## src/hdl/mpuPkg.sv

```systemverilog
`default_nettype none

package mpuPkg;

    // ========================================================================
    // Widths and sizes
    // ========================================================================
    localparam int INDEX_W     = 4;
    localparam int TAG_W       = 8;
    localparam int VADDR_W     = TAG_W + INDEX_W;   // 12 bit vertex address
    localparam int PROP_W      = 32;
    localparam int DEGREE_W    = 16;
    localparam int CACHE_DEPTH = 1 << INDEX_W;      // 16 lines

    // ========================================================================
    // Payload types
    // ========================================================================
    typedef struct packed {
        logic [TAG_W-1:0]   tag;
        logic [INDEX_W-1:0] index;      // Cache line select
    } vertexAddrT;

    typedef struct packed {
        vertexAddrT        addr;
        logic [PROP_W-1:0] value;       // Candidate for the min reduction
    } msgT;

    // Vertex record, same layout in the cache and in memory
    typedef struct packed {
        logic [PROP_W-1:0]   tempProp;
        logic [PROP_W-1:0]   prop;
        logic [DEGREE_W-1:0] degree;    // Outgoing edge count
        logic                active;
    } vertexT;

    typedef struct packed {
        logic             valid;
        logic [TAG_W-1:0] tag;
        vertexT           data;
    } cacheLineT;

    typedef struct packed {
        logic       req;
        vertexAddrT addr;
    } fetchReqT;

    typedef struct packed {
        logic       req;
        vertexAddrT addr;
        vertexT     data;
        logic       send;               // Vertex became active
    } writeReqT;

endpackage

`default_nettype wire

```

## src/hdl/memArbiter.sv

```systemverilog
`default_nettype none

module memArbiter (
    input  wire logic             clk,
    input  wire logic             reset,
    input  wire mpuPkg::fetchReqT fetchReq [2],
    input  wire mpuPkg::writeReqT writeReq [2],
    output logic [1:0]            fetchGrant,
    output logic [1:0]            writeGrant,
    input  wire logic             readDone,
    input  wire logic             writeDone,
    output logic                  startRead,
    output logic                  startWrite,
    output mpuPkg::vertexAddrT    readAddr,
    output mpuPkg::vertexAddrT    writeAddr,
    output mpuPkg::vertexT        writeData,
    output logic                  activeValid,
    output mpuPkg::vertexAddrT    activeAddr
);

    typedef enum logic [2:0] {
        PORT_IDLE,
        WRITE_A,
        WRITE_B,
        READ_A,
        READ_B
    } portStateT;

    portStateT state;
    logic      anyWrite;
    logic      anyRead;
    logic      wrLane;      // Winner, 0 is lane A
    logic      rdLane;

    // Fixed priority: writes before reads, A before B
    assign anyWrite = writeReq[0].req || writeReq[1].req;
    assign anyRead  = fetchReq[0].req || fetchReq[1].req;
    assign wrLane   = !writeReq[0].req;
    assign rdLane   = !fetchReq[0].req;

    always_ff @(posedge clk) begin
        if (reset) begin
            state       <= PORT_IDLE;
            startRead   <= 1'b0;
            startWrite  <= 1'b0;
            activeValid <= 1'b0;
        end else begin
            startRead   <= 1'b0;
            startWrite  <= 1'b0;
            activeValid <= 1'b0;
            case (state)
                PORT_IDLE: begin
                    if (anyWrite) begin
                        state       <= wrLane ? WRITE_B : WRITE_A;
                        startWrite  <= 1'b1;
                        activeValid <= writeReq[wrLane].send;
                    end else if (anyRead) begin
                        state     <= rdLane ? READ_B : READ_A;
                        startRead <= 1'b1;
                    end
                end
                WRITE_A, WRITE_B: if (writeDone) state <= PORT_IDLE;
                READ_A, READ_B: if (readDone) state <= PORT_IDLE;
                default: state <= PORT_IDLE;
            endcase
        end
    end

    // Address and data frozen once the port is busy
    always_ff @(posedge clk) begin
        if (state == PORT_IDLE) begin
            readAddr  <= fetchReq[rdLane].addr;
            writeAddr <= writeReq[wrLane].addr;
            writeData <= writeReq[wrLane].data;
        end
    end

    assign activeAddr = writeAddr;      // Report rides on the granted write
    assign fetchGrant = {state == READ_B, state == READ_A};
    assign writeGrant = {state == WRITE_B, state == WRITE_A};

endmodule

`default_nettype wire

```

## src/hdl/messageUnit.sv

```systemverilog
`default_nettype none

module messageUnit (
    input  wire logic           clk,
    input  wire logic           reset,
    input  wire logic           msgEmpty,
    input  wire mpuPkg::msgT    msgData,
    output logic                msgRead,
    output mpuPkg::vertexAddrT  readAddr,
    output logic                startRead,
    input  wire logic           readDone,
    input  wire mpuPkg::vertexT readData,
    output mpuPkg::vertexAddrT  writeAddr,
    output mpuPkg::vertexT      writeData,
    output logic                startWrite,
    input  wire logic           writeDone,
    output logic                activeValid,
    output mpuPkg::vertexAddrT  activeAddr
);

    logic [1:0]                 laneIdle;
    logic [1:0]                 assignMsg;
    mpuPkg::msgT                laneMsg;
    logic [mpuPkg::INDEX_W-1:0] cacheAddr [2];
    logic [1:0]                 cacheWe;
    mpuPkg::cacheLineT          cacheWdata [2];
    mpuPkg::cacheLineT          cacheRdata [2];
    mpuPkg::fetchReqT           fetchReq [2];
    mpuPkg::writeReqT           writeReq [2];
    logic [1:0]                 fetchGrant;
    logic [1:0]                 writeGrant;

    msgDispatch u_dispatch (
        .clk, .reset, .msgEmpty, .msgData, .msgRead,
        .laneIdle, .assignMsg, .laneMsg
    );

    vertexCache u_cache (
        .clk, .reset,
        .addrA  (cacheAddr[0]),  .addrB  (cacheAddr[1]),
        .weA    (cacheWe[0]),    .weB    (cacheWe[1]),
        .wdataA (cacheWdata[0]), .wdataB (cacheWdata[1]),
        .rdataA (cacheRdata[0]), .rdataB (cacheRdata[1])
    );

    // Lane 0 is A, lane 1 is B
    for (genvar i = 0; i < 2; i++) begin : gLane
        vertexLane #(.LANE(i)) u_lane (
            .clk, .reset, .readDone, .readData, .writeDone,
            .assignMsg  (assignMsg[i]),  .laneMsg,
            .idle       (laneIdle[i]),   .cacheAddr  (cacheAddr[i]),
            .cacheWe    (cacheWe[i]),    .cacheWdata (cacheWdata[i]),
            .cacheRdata (cacheRdata[i]), .fetchReq   (fetchReq[i]),
            .fetchGrant (fetchGrant[i]), .writeReq   (writeReq[i]),
            .writeGrant (writeGrant[i])
        );
    end

    memArbiter u_arbiter (
        .clk, .reset, .fetchReq, .writeReq, .fetchGrant, .writeGrant,
        .readDone, .writeDone, .startRead, .startWrite,
        .readAddr, .writeAddr, .writeData, .activeValid, .activeAddr
    );

endmodule

`default_nettype wire

```

## src/hdl/msgDispatch.sv

```systemverilog
`default_nettype none

module msgDispatch (
    input  wire logic        clk,
    input  wire logic        reset,
    input  wire logic        msgEmpty,
    input  wire mpuPkg::msgT msgData,
    output logic             msgRead,
    input  wire logic [1:0]  laneIdle,
    output logic [1:0]       assignMsg,
    output mpuPkg::msgT      laneMsg
);

    logic                       loadPending;    // FIFO data valid this cycle
    logic                       held;
    mpuPkg::msgT                heldMsg;
    logic [mpuPkg::INDEX_W-1:0] laneIdx [2];    // Line each lane works on
    logic                       clashA;
    logic                       clashB;
    logic                       toA;
    logic                       toB;

    // A busy lane blocks its cache line for the other lane
    assign clashA = !laneIdle[0] && (laneIdx[0] == heldMsg.addr.index);
    assign clashB = !laneIdle[1] && (laneIdx[1] == heldMsg.addr.index);

    assign toA       = held && laneIdle[0] && !clashB;
    assign toB       = held && !toA && laneIdle[1] && !clashA;
    assign assignMsg = {toB, toA};
    assign laneMsg   = heldMsg;

    // ========================================================================
    // FIFO read and hold
    // ========================================================================
    always_ff @(posedge clk) begin
        if (reset) begin
            msgRead     <= 1'b0;
            loadPending <= 1'b0;
            held        <= 1'b0;
        end else begin
            // One read in flight, only with a lane free to take it
            msgRead     <= !msgEmpty && !held && !msgRead && !loadPending && (|laneIdle);
            loadPending <= msgRead;
            if (loadPending) begin
                held <= 1'b1;
            end else if (toA || toB) begin
                held <= 1'b0;
            end
        end
    end

    always_ff @(posedge clk) begin
        if (loadPending) begin
            heldMsg <= msgData;
        end
        if (toA) begin
            laneIdx[0] <= heldMsg.addr.index;
        end
        if (toB) begin
            laneIdx[1] <= heldMsg.addr.index;
        end
    end

endmodule

`default_nettype wire

```

## src/hdl/vertexCache.sv

```systemverilog
`default_nettype none

module vertexCache (
    input  wire logic                       clk,
    input  wire logic                       reset,
    input  wire logic [mpuPkg::INDEX_W-1:0] addrA,
    input  wire logic [mpuPkg::INDEX_W-1:0] addrB,
    input  wire logic                       weA,
    input  wire logic                       weB,
    input  wire mpuPkg::cacheLineT          wdataA,
    input  wire mpuPkg::cacheLineT          wdataB,
    output mpuPkg::cacheLineT               rdataA,
    output mpuPkg::cacheLineT               rdataB
);

    mpuPkg::cacheLineT              lines [mpuPkg::CACHE_DEPTH];
    logic [mpuPkg::CACHE_DEPTH-1:0] validBits;
    mpuPkg::cacheLineT              lineA;
    mpuPkg::cacheLineT              lineB;
    logic                           validA;
    logic                           validB;

    // Line storage, one synchronous port per lane
    always_ff @(posedge clk) begin
        if (weA) begin
            lines[addrA] <= wdataA;
        end
        if (weB) begin
            lines[addrB] <= wdataB;
        end
        lineA <= lines[addrA];
        lineB <= lines[addrB];
    end

    // Valid bits kept apart so reset can flush the whole cache
    always_ff @(posedge clk) begin
        if (reset) begin
            validBits <= '0;
            validA    <= 1'b0;
            validB    <= 1'b0;
        end else begin
            if (weA) begin
                validBits[addrA] <= wdataA.valid;
            end
            if (weB) begin
                validBits[addrB] <= wdataB.valid;
            end
            validA <= validBits[addrA];
            validB <= validBits[addrB];
        end
    end

    always_comb begin
        rdataA       = lineA;
        rdataA.valid = validA;
        rdataB       = lineB;
        rdataB.valid = validB;
    end

endmodule

`default_nettype wire

```

## src/hdl/vertexLane.sv

```systemverilog
`default_nettype none

module vertexLane #(
    parameter int LANE = 0      // 0 is lane A, 1 is lane B
) (
    input  wire logic                       clk,
    input  wire logic                       reset,
    input  wire logic                       assignMsg,
    input  wire mpuPkg::msgT                laneMsg,
    output logic                            idle,
    output logic [mpuPkg::INDEX_W-1:0]      cacheAddr,
    output logic                            cacheWe,
    output mpuPkg::cacheLineT               cacheWdata,
    input  wire mpuPkg::cacheLineT          cacheRdata,
    output mpuPkg::fetchReqT                fetchReq,
    input  wire logic                       fetchGrant,
    input  wire logic                       readDone,
    input  wire mpuPkg::vertexT             readData,
    output mpuPkg::writeReqT                writeReq,
    input  wire logic                       writeGrant,
    input  wire logic                       writeDone
);

    typedef enum logic [2:0] {
        IDLE,
        CACHE_READ,
        HIT_MISS,
        FETCH,
        REDUCE,
        CACHE_WRITE,
        WRITE_BACK
    } laneStateT;

    laneStateT      state;
    mpuPkg::msgT    msgReg;
    mpuPkg::vertexT oldRec;     // From cache on hit, memory on miss
    mpuPkg::vertexT reduced;
    mpuPkg::vertexT newRec;
    logic           missed;
    logic           doUpdate;
    logic           doSend;
    logic           hit;
    logic           update;
    logic           send;

    assign hit = cacheRdata.valid && (cacheRdata.tag == msgReg.addr.tag);

    // ========================================================================
    // Min reduction
    // ========================================================================
    assign update = msgReg.value < oldRec.tempProp;
    assign send   = update && !oldRec.active && (oldRec.degree != '0);

    always_comb begin
        reduced = oldRec;       // Degree always kept
        if (update) begin
            reduced.tempProp = msgReg.value;
            reduced.prop     = msgReg.value;
            reduced.active   = oldRec.active || send;
        end
    end

    // ========================================================================
    // Lane FSM
    // ========================================================================
    always_ff @(posedge clk) begin
        if (reset) begin
            state     <= IDLE;
            cacheAddr <= LANE[mpuPkg::INDEX_W-1:0];   // Lanes start on different lines
        end else begin
            case (state)
                IDLE: begin
                    if (assignMsg) begin
                        cacheAddr <= laneMsg.addr.index;
                        state     <= CACHE_READ;
                    end
                end
                CACHE_READ: state <= HIT_MISS;     // Cache output registered
                HIT_MISS: state <= hit ? REDUCE : FETCH;
                FETCH: begin
                    if (fetchGrant && readDone) begin
                        state <= REDUCE;
                    end
                end
                // Fetched lines fill the cache even without an update
                REDUCE: state <= (update || missed) ? CACHE_WRITE : IDLE;
                CACHE_WRITE: state <= doUpdate ? WRITE_BACK : IDLE;
                WRITE_BACK: begin
                    if (writeGrant && writeDone) begin
                        state <= IDLE;
                    end
                end
                default: state <= IDLE;
            endcase
        end
    end

    always_ff @(posedge clk) begin
        if (state == IDLE && assignMsg) begin
            msgReg <= laneMsg;
        end
        if (state == HIT_MISS) begin
            missed <= !hit;
            if (hit) begin
                oldRec <= cacheRdata.data;
            end
        end
        if (state == FETCH && fetchGrant && readDone) begin
            oldRec <= readData;
        end
        if (state == REDUCE) begin
            newRec   <= reduced;
            doUpdate <= update;
            doSend   <= send;
        end
    end

    // Outputs
    assign idle       = (state == IDLE);
    assign cacheWe    = (state == CACHE_WRITE);
    assign cacheWdata = '{valid: 1'b1, tag: msgReg.addr.tag, data: newRec};
    assign fetchReq   = '{req: (state == FETCH), addr: msgReg.addr};
    assign writeReq   = '{req: (state == WRITE_BACK), addr: msgReg.addr,
                          data: newRec, send: doSend};   // Write-through of updates only

endmodule

`default_nettype wire

```

## config.mk

```make
export PLATFORM = sky130hd
export DESIGN_NAME = messageUnit
export DESIGN_NICKNAME = d
export VERILOG_FILES = /design/src/hdl/mpuPkg.sv /design/src/hdl/memArbiter.sv /design/src/hdl/messageUnit.sv /design/src/hdl/msgDispatch.sv /design/src/hdl/vertexCache.sv /design/src/hdl/vertexLane.sv
export SDC_FILE = /design/constraint.sdc
export NUM_CORES = 2
export LEC_CHECK = 0
export BUFFER_PORTS_ARGS = -buffer_cell sky130_fd_sc_hd__buf_2
export CAP_MARGIN = 25
export CORE_MARGIN = 2
export CORE_UTILIZATION = 45
export DETAILED_ROUTE_END_ITERATION = 7
export PLACE_DENSITY = 0.73
export SLEW_MARGIN = 0
export SYNTH_ARGS = -nofsm -noshare
export SYNTH_HDL_FRONTEND = slang
export SYNTH_SLANG_ARGS = --single-unit
```

## constraint.sdc

```tcl
create_clock -name clk -period 8.61 [get_ports clk]
set_clock_uncertainty 0.2 [all_clocks]
set_input_delay 2.583 -clock clk [delete_from_list [all_inputs] [get_ports clk]]
set_output_delay 2.583 -clock clk [all_outputs]
set_load 0.05 [all_outputs]
```

* Yosys cells after proc, flatten, opt, wreduce, memory -nomap -nowiden
Memory sizes are Yosys's and may differ from the RTL's. A register that Yosys moved wholly into a read port is not among the register bits.
Cells that the tools add are included.
** Cells by class
- Order comparisons :: 8
- Multiplexer cells :: 63
- Reduce and logical (&&, ||, !) cells :: 75
- Bitwise gates (word level) :: 6
- Eq/ne operators :: 29
** Operators with widths (count)
- $mux 81 :: 6
- $mux 94 :: 3
- $mux 64 :: 2
- $lt 32x32->1 :: 2
- $mux 3 :: 17
- $mux 16 :: 3
- $pmux 3 s7 :: 2
- $mux 12 :: 3
- $or 16x16->16 :: 2
- $reduce_bool 16->1 :: 2
- $logic_and 1x1->1 :: 29
- $eq 3x3->1 const B :: 7
- $mux 1 :: 20
- $eq 3x2->1 const B :: 6
- $eq 8x8->1 :: 2
- $logic_not 1->1 :: 15
- $ne 2x2->1 const B :: 6
- $lt 4x5->1 const B :: 2
- $reduce_bool 2->1 :: 5
- $eq 3x1->1 const B :: 3
- $logic_not 3->1 :: 3
- $pmux 3 s3 :: 1
- $reduce_and 3->1 :: 3
- $bmux 1 s4 :: 2
- other kinds (15) :: 35
** Storage, ports and cells
- Output and inout bits :: 121
- Input port bits :: 130
- Memories :: 2
- RAM bits :: 1432
- Register bits after elaboration :: 608
- Logic and storage cells :: 236
** Memories
- u_cache.lines :: depth 16, width 89, rd ports 2, clocked after Yosys merged registers in 2, write ports 2, RTL line vertexCache.sv:16 : mpuPkg::cacheLineT lines [mpuPkg::CACHE_DEPTH];
- u_dispatch.laneIdx :: depth 2, width 4, rd ports 2, clocked after Yosys merged registers in 0, write ports 1, RTL line msgDispatch.sv:17 : logic [mpuPkg::INDEX_W-1:0] laneIdx [2];

* Longest topological paths before layout
- Word-level depth :: 13
- Depth in mapped cells :: 11
- Mapped depth without buffers :: 9

* Hierarchy
A second synthesis with hierarchy kept.
** Second synthesis, totals
- Cell total of the unflattened synthesis :: 6734
- Area, all modules :: 113212.3 um^2
** By module, submodules not included
- vertexCache :: seq. area each 46684.8 um^2, cells each 5052, area an instance 86013.7 um^2, instances 1
- vertexLane (gLane[1].u_lane) :: seq. area each 6416.2 um^2, cells each 663, area an instance 10266.1 um^2, instances 1
- vertexLane (gLane[0].u_lane) :: seq. area each 6416.2 um^2, cells each 663, area an instance 10264.8 um^2, instances 1
- memArbiter :: seq. area each 3273.1 um^2, cells each 274, area an instance 4842.1 um^2, instances 1
- msgDispatch :: seq. area each 1621.6 um^2, cells each 82, area an instance 1825.5 um^2, instances 1

* Least setup slack after synthesis
Ideal clock, no wire load.
- Kind :: register to register
- From :: register u_arbiter.state[1]
- To :: register u_arbiter.startRead
- Buffers on the path :: 1
- Arrival :: 8825 ps
- Setup time :: 130 ps
- Cell stages (with the launch flop) :: 5
- Slack :: -545 ps
- Data required time :: 8280 ps
- Period minus slack after synthesis :: 9155 ps
- Path through :: dfxtp_1 clkbuf_1 nor3_1 nand2_1 a2111oi_0
** Between the ends
- Longest elaborated chain between the ends :: 3
** RTL lines
- from (decl) :: RTL line memArbiter.sv:29 : portStateT state;
- from (signal assigned) :: RTL line memArbiter.sv:54 : state <= wrLane ? WRITE_B : WRITE_A;
- from (signal assigned) :: RTL line memArbiter.sv:58 : state <= rdLane ? READ_B : READ_A;
- $logic_not 3->1 :: RTL line memArbiter.sv:51 : case (state)
- $not 1->1 (no source line)
- $reduce_or 3->1 (no source line)
- to (signal assigned) :: RTL line memArbiter.sv:44 : startRead <= 1'b0;
- to (signal assigned) :: RTL line memArbiter.sv:48 : startRead <= 1'b0;
- to (signal assigned) :: RTL line memArbiter.sv:59 : startRead <= 1'b1;
- to (decl) :: RTL line memArbiter.sv:12 : output logic startRead,
Every way passes these cells.
A chain may end at the register's enable or synchronous reset.

==> results by group <==
Worst setup path
  – Setup CP Type: reg2reg
  – R2R cell count: 6
  – Slack of the worst reg-to-reg path: ~3600 ps
  – Critical Path End Type: register
  – Critical path peak fanout: between 40 and 50
  – R2r endpoint: u_cache.lines[2][44]
  – Worst Path Required: between 9000 and 10,000 ps
  – Worst r2r src: gLane[1].u_lane.cacheAddr[1]
  – Arr. time, crit path: roughly 5400 ps
  – Critical Path Source Type: register

Floorplan
  – Die X: ~500 um
  – Initial cell density of the core: 0.452
  – CORE AREA: about 250,000 um2
  – Total Die Area: approximately 250,000 um2
  – Std-Cell Rows: approximately 180
  – Chip height: 500 um
  – Num ports: 251

Synth
  – Synth Cell Area: around 110,000 um2
  – Syn nets: a little over 6,000
  – Yosys reg bits: 2,218
  – Async set or reset register ratio after synthesis: 0
  – Register area share after synthesis: 0.581
  – Mapped Cells: around 6,000
  – Avg Cell Area, Syn: between 15 and 20 um2
  – Synth Flop Type: edfxtp_1
  – Syn. warnings: 0
  – Unique masters post-synth: 60
  – Post-synth EDFFs: 1,999

CTS
  – Hold buffers post-CTS: 0
  – Worst skew pair latency: 920 ps
  – # resized after CTS: 0
  – Clk slew on worst S/H paths: 60 ps
  – Setup Buffers After CTS: 0
  – CTS Buffer Depth: 3
  – H-tree Lvls: 4
  – Num CTS Buffers: 232
  – Root Driver: clkbuf_16
  – Clock sink count: 2,218
  – CTS tree: built

STA
  – Endpoints failing setup: 0
  – RSZ-0062 raised after global routing: false
  – Fin. Hold Viols: 0
  – Tmin final: between 5000 and 6000 ps
  – Crit share post-route: 0.582
  – Fmax achieved: around 200 MHz
  – TNS Setup: 0 ps
  – Least-Margin Pin Slew: ~1200 ps
  – Fin. max-slew vios: 0
  – Slew HR: 0.179

Global route
  – Grt ovf: 0
  – GR Util All Layers: 0.279
  – Vias in the first global route: approximately 65,000
  – First-pass GRT wire length: between 400,000 and 500,000 um
  – Pin count of the biggest net entering global routing: 140
  – Initial antenna violation count: 30

Drt
  – Met2 WL: between 150,000 and 200,000 um
  – # DRC: 0
  – Met3 wire len: 41,500 um
  – DRT met1 WL: 132,000 um
  – Via Count: 64,211
  – Final wirelength: 354,000 um
  – Antenna viol nets, final: 0
  – Vias per std cell: 6.77
  – Max Used Layer: met5
  – DR pass1 iterations: 6
  – WL per Instance: between 30 and 40 um
  – 1st-iter DRT viols: between 9,000 and 10,000

Worst hold path
  – Hold wc startpoint: gLane[1].u_lane.oldRec[14]
  – Hold EP: gLane[1].u_lane.cacheWdata[14]
  – Hold Crit Class: reg2reg
  – Cell count of the worst hold path: 0

Final layout
  – Share of layout cells above drive strength 1: 0.568
  – Multi-input logic area: ~44,000 um2
  – Area growth syn-to-layout: 11.4%
  – Finished Cell Area: about 120,000 um2
  – FF+latch area: 64,400 um2
  – Nets@finish: about 6,200
  – Fillers: around 20,000

Run status
  – Outcome: complete, no violations

Pwr
  – Maximum vdd drop: 0.198 mV
  – Cell Pwr Density: between 150 and 200 nW/um2
  – P_leak: 39.6 nW

Place
  – RD Place Congestion: just under 0.9
  – Post-DP HPWL: between 150,000 and 200,000 um
  – PortBufs: 250
  – Placed Area: roughly 120,000 um2

Run
  – Max-Cap Viols: 0
-- kinds of logic (layout without fill, tap and decap cells) --
kind of cell	after synthesis	count (layout)	share of synthesized area
AOI/OAI and AO/OA	97	97	0.00556
xor gates and xnor gates	24	24	0.00190
adders and majority gates	62	62	0.00700
buffers and inverters	683	911	0.0261
DFF	2218	2218	0.581
muxes	2728	2728	0.368
other	0	12	0
and+or+nand+nor	207	207	0.0101
-- per-stage QoR --
step | power, mW | hold slack (ps) | worst slack [ps] | utilization | instances
4_1_cts | 24.5 | 218 | 3780 | 0.503 | 9464
5_1_grt | 25.0 | 249 | 3670 | 0.503 | 9467
3_3_place_gp | 13.8 | 228 | 2600 | 0.469 | 9012
2_1_floorplan | 13.3 | 221 | 179 | - | 6019
3_5_place_dp | 13.9 | 225 | 2950 | 0.470 | 9020
6_report | 24.4 | 224 | 3600 | 0.503 | 9479
-- state kept, by name, summed over array words and instances, names as in the netlist, 12 cells and up --
name                     count
gLane.u_lane.cacheWdata    178
gLane.u_lane.msgReg         64
gLane.u_lane.oldRec        162
u_arbiter.activeAddr        12
u_arbiter.readAddr          12
u_arbiter.writeData         81
u_cache.lines             1424
u_cache.rdataA              89
u_cache.rdataB              89
u_cache.validBits           16
u_dispatch.laneMsg          44
-- layer usage --
layer  vias to the layer above  track usage
li1                      24816            -
met1                     34042        0.383
met2                      4513        0.428
met3                       828       0.0630
met4                        12        0.124
met5                         -            0
-- synthesized netlist by cell type (all sizes together) (10+ instances only) --
master	n	share of area
a21oi	25	0.0011
buf	233	0.011
clkbuf	377	0.013
dfxtp	219	0.040
edfxtp	1999	0.54
ha	62	0.0070
inv	73	0.0025
mux2	1819	0.18
mux4	900	0.18
nand2	34	0.0012
nand2b	12	0.00068
nand3	13	0.00059
nand4	13	0.00073
nor2	66	0.0025
nor2b	13	0.00073
nor3	10	0.00060
nor4	11	0.00062
o21ai	23	0.0010
xnor2	12	0.00095
xor2	12	0.00095
-- layout by cell type (no fill, tap or decap), drive strengths merged, types with 13 or more instances in the layout --
| master | count |
|---|---|
| mux4 | 900 |
| mux2 | 1819 |
| buf | 394 |
| clkbuf | 297 |
| bufinv | 31 |
| clkinv | 92 |
| nand4 | 13 |
| nand3 | 13 |
| o21ai | 23 |
| nor2 | 66 |
| ha | 62 |
| a21oi | 25 |
| inv | 83 |
| nor2b | 13 |
| nand2 | 34 |
| dfxtp | 219 |
| clkinvlp | 14 |
| edfxtp | 1999 |
-- area by class of cell --
class                      instances  area share
inverter                          73     0.00223
tap                             3220      0.0326
timing repair buffer             394      0.0217
sequential                      2218       0.522
clock buffer                     297      0.0515
multi-input combinational       3118       0.355
clock inverter                   147      0.0147
antenna                           12    0.000243
-- critical path, stage by stage, from the launching register on --
cell and delay [ps]:
dfxtp_4 790, buf_4 750, nand2b_1 410, nor2_4 710, buf_4 630, buf_4 690, mux2_2 420
-- worst max-delay path by stage --
| stage | to | startpoint | depth (start not counted) | slack (ps) |
|---|---|---|---|---|
| floorplan | u_cache.lines[15][0] | gLane[0].u_lane.cacheAddr[3] | 5 | 180 |
| global placement | gLane[1].u_lane.oldRec[27] | readDone | 5 | 2600 |
| detailed placement | gLane[1].u_lane.oldRec[43] | readDone | 6 | 2950 |
| CTS | u_cache.lines[2][15] | gLane[1].u_lane.cacheAddr[1] | 6 | 3780 |
| global route | u_cache.lines[2][21] | gLane[1].u_lane.cacheAddr[1] | 6 | 3670 |
| finish | u_cache.lines[2][44] | gLane[1].u_lane.cacheAddr[1] | 6 | 3600 |
-- where the power goes --
part           total [mW]  switching, mW  internal [mW]
Combinational        1.57          0.864          0.711
Sequential           12.1          0.220           11.8
Clock                10.8           4.56           6.20
(Power assumes the default switching activity.)
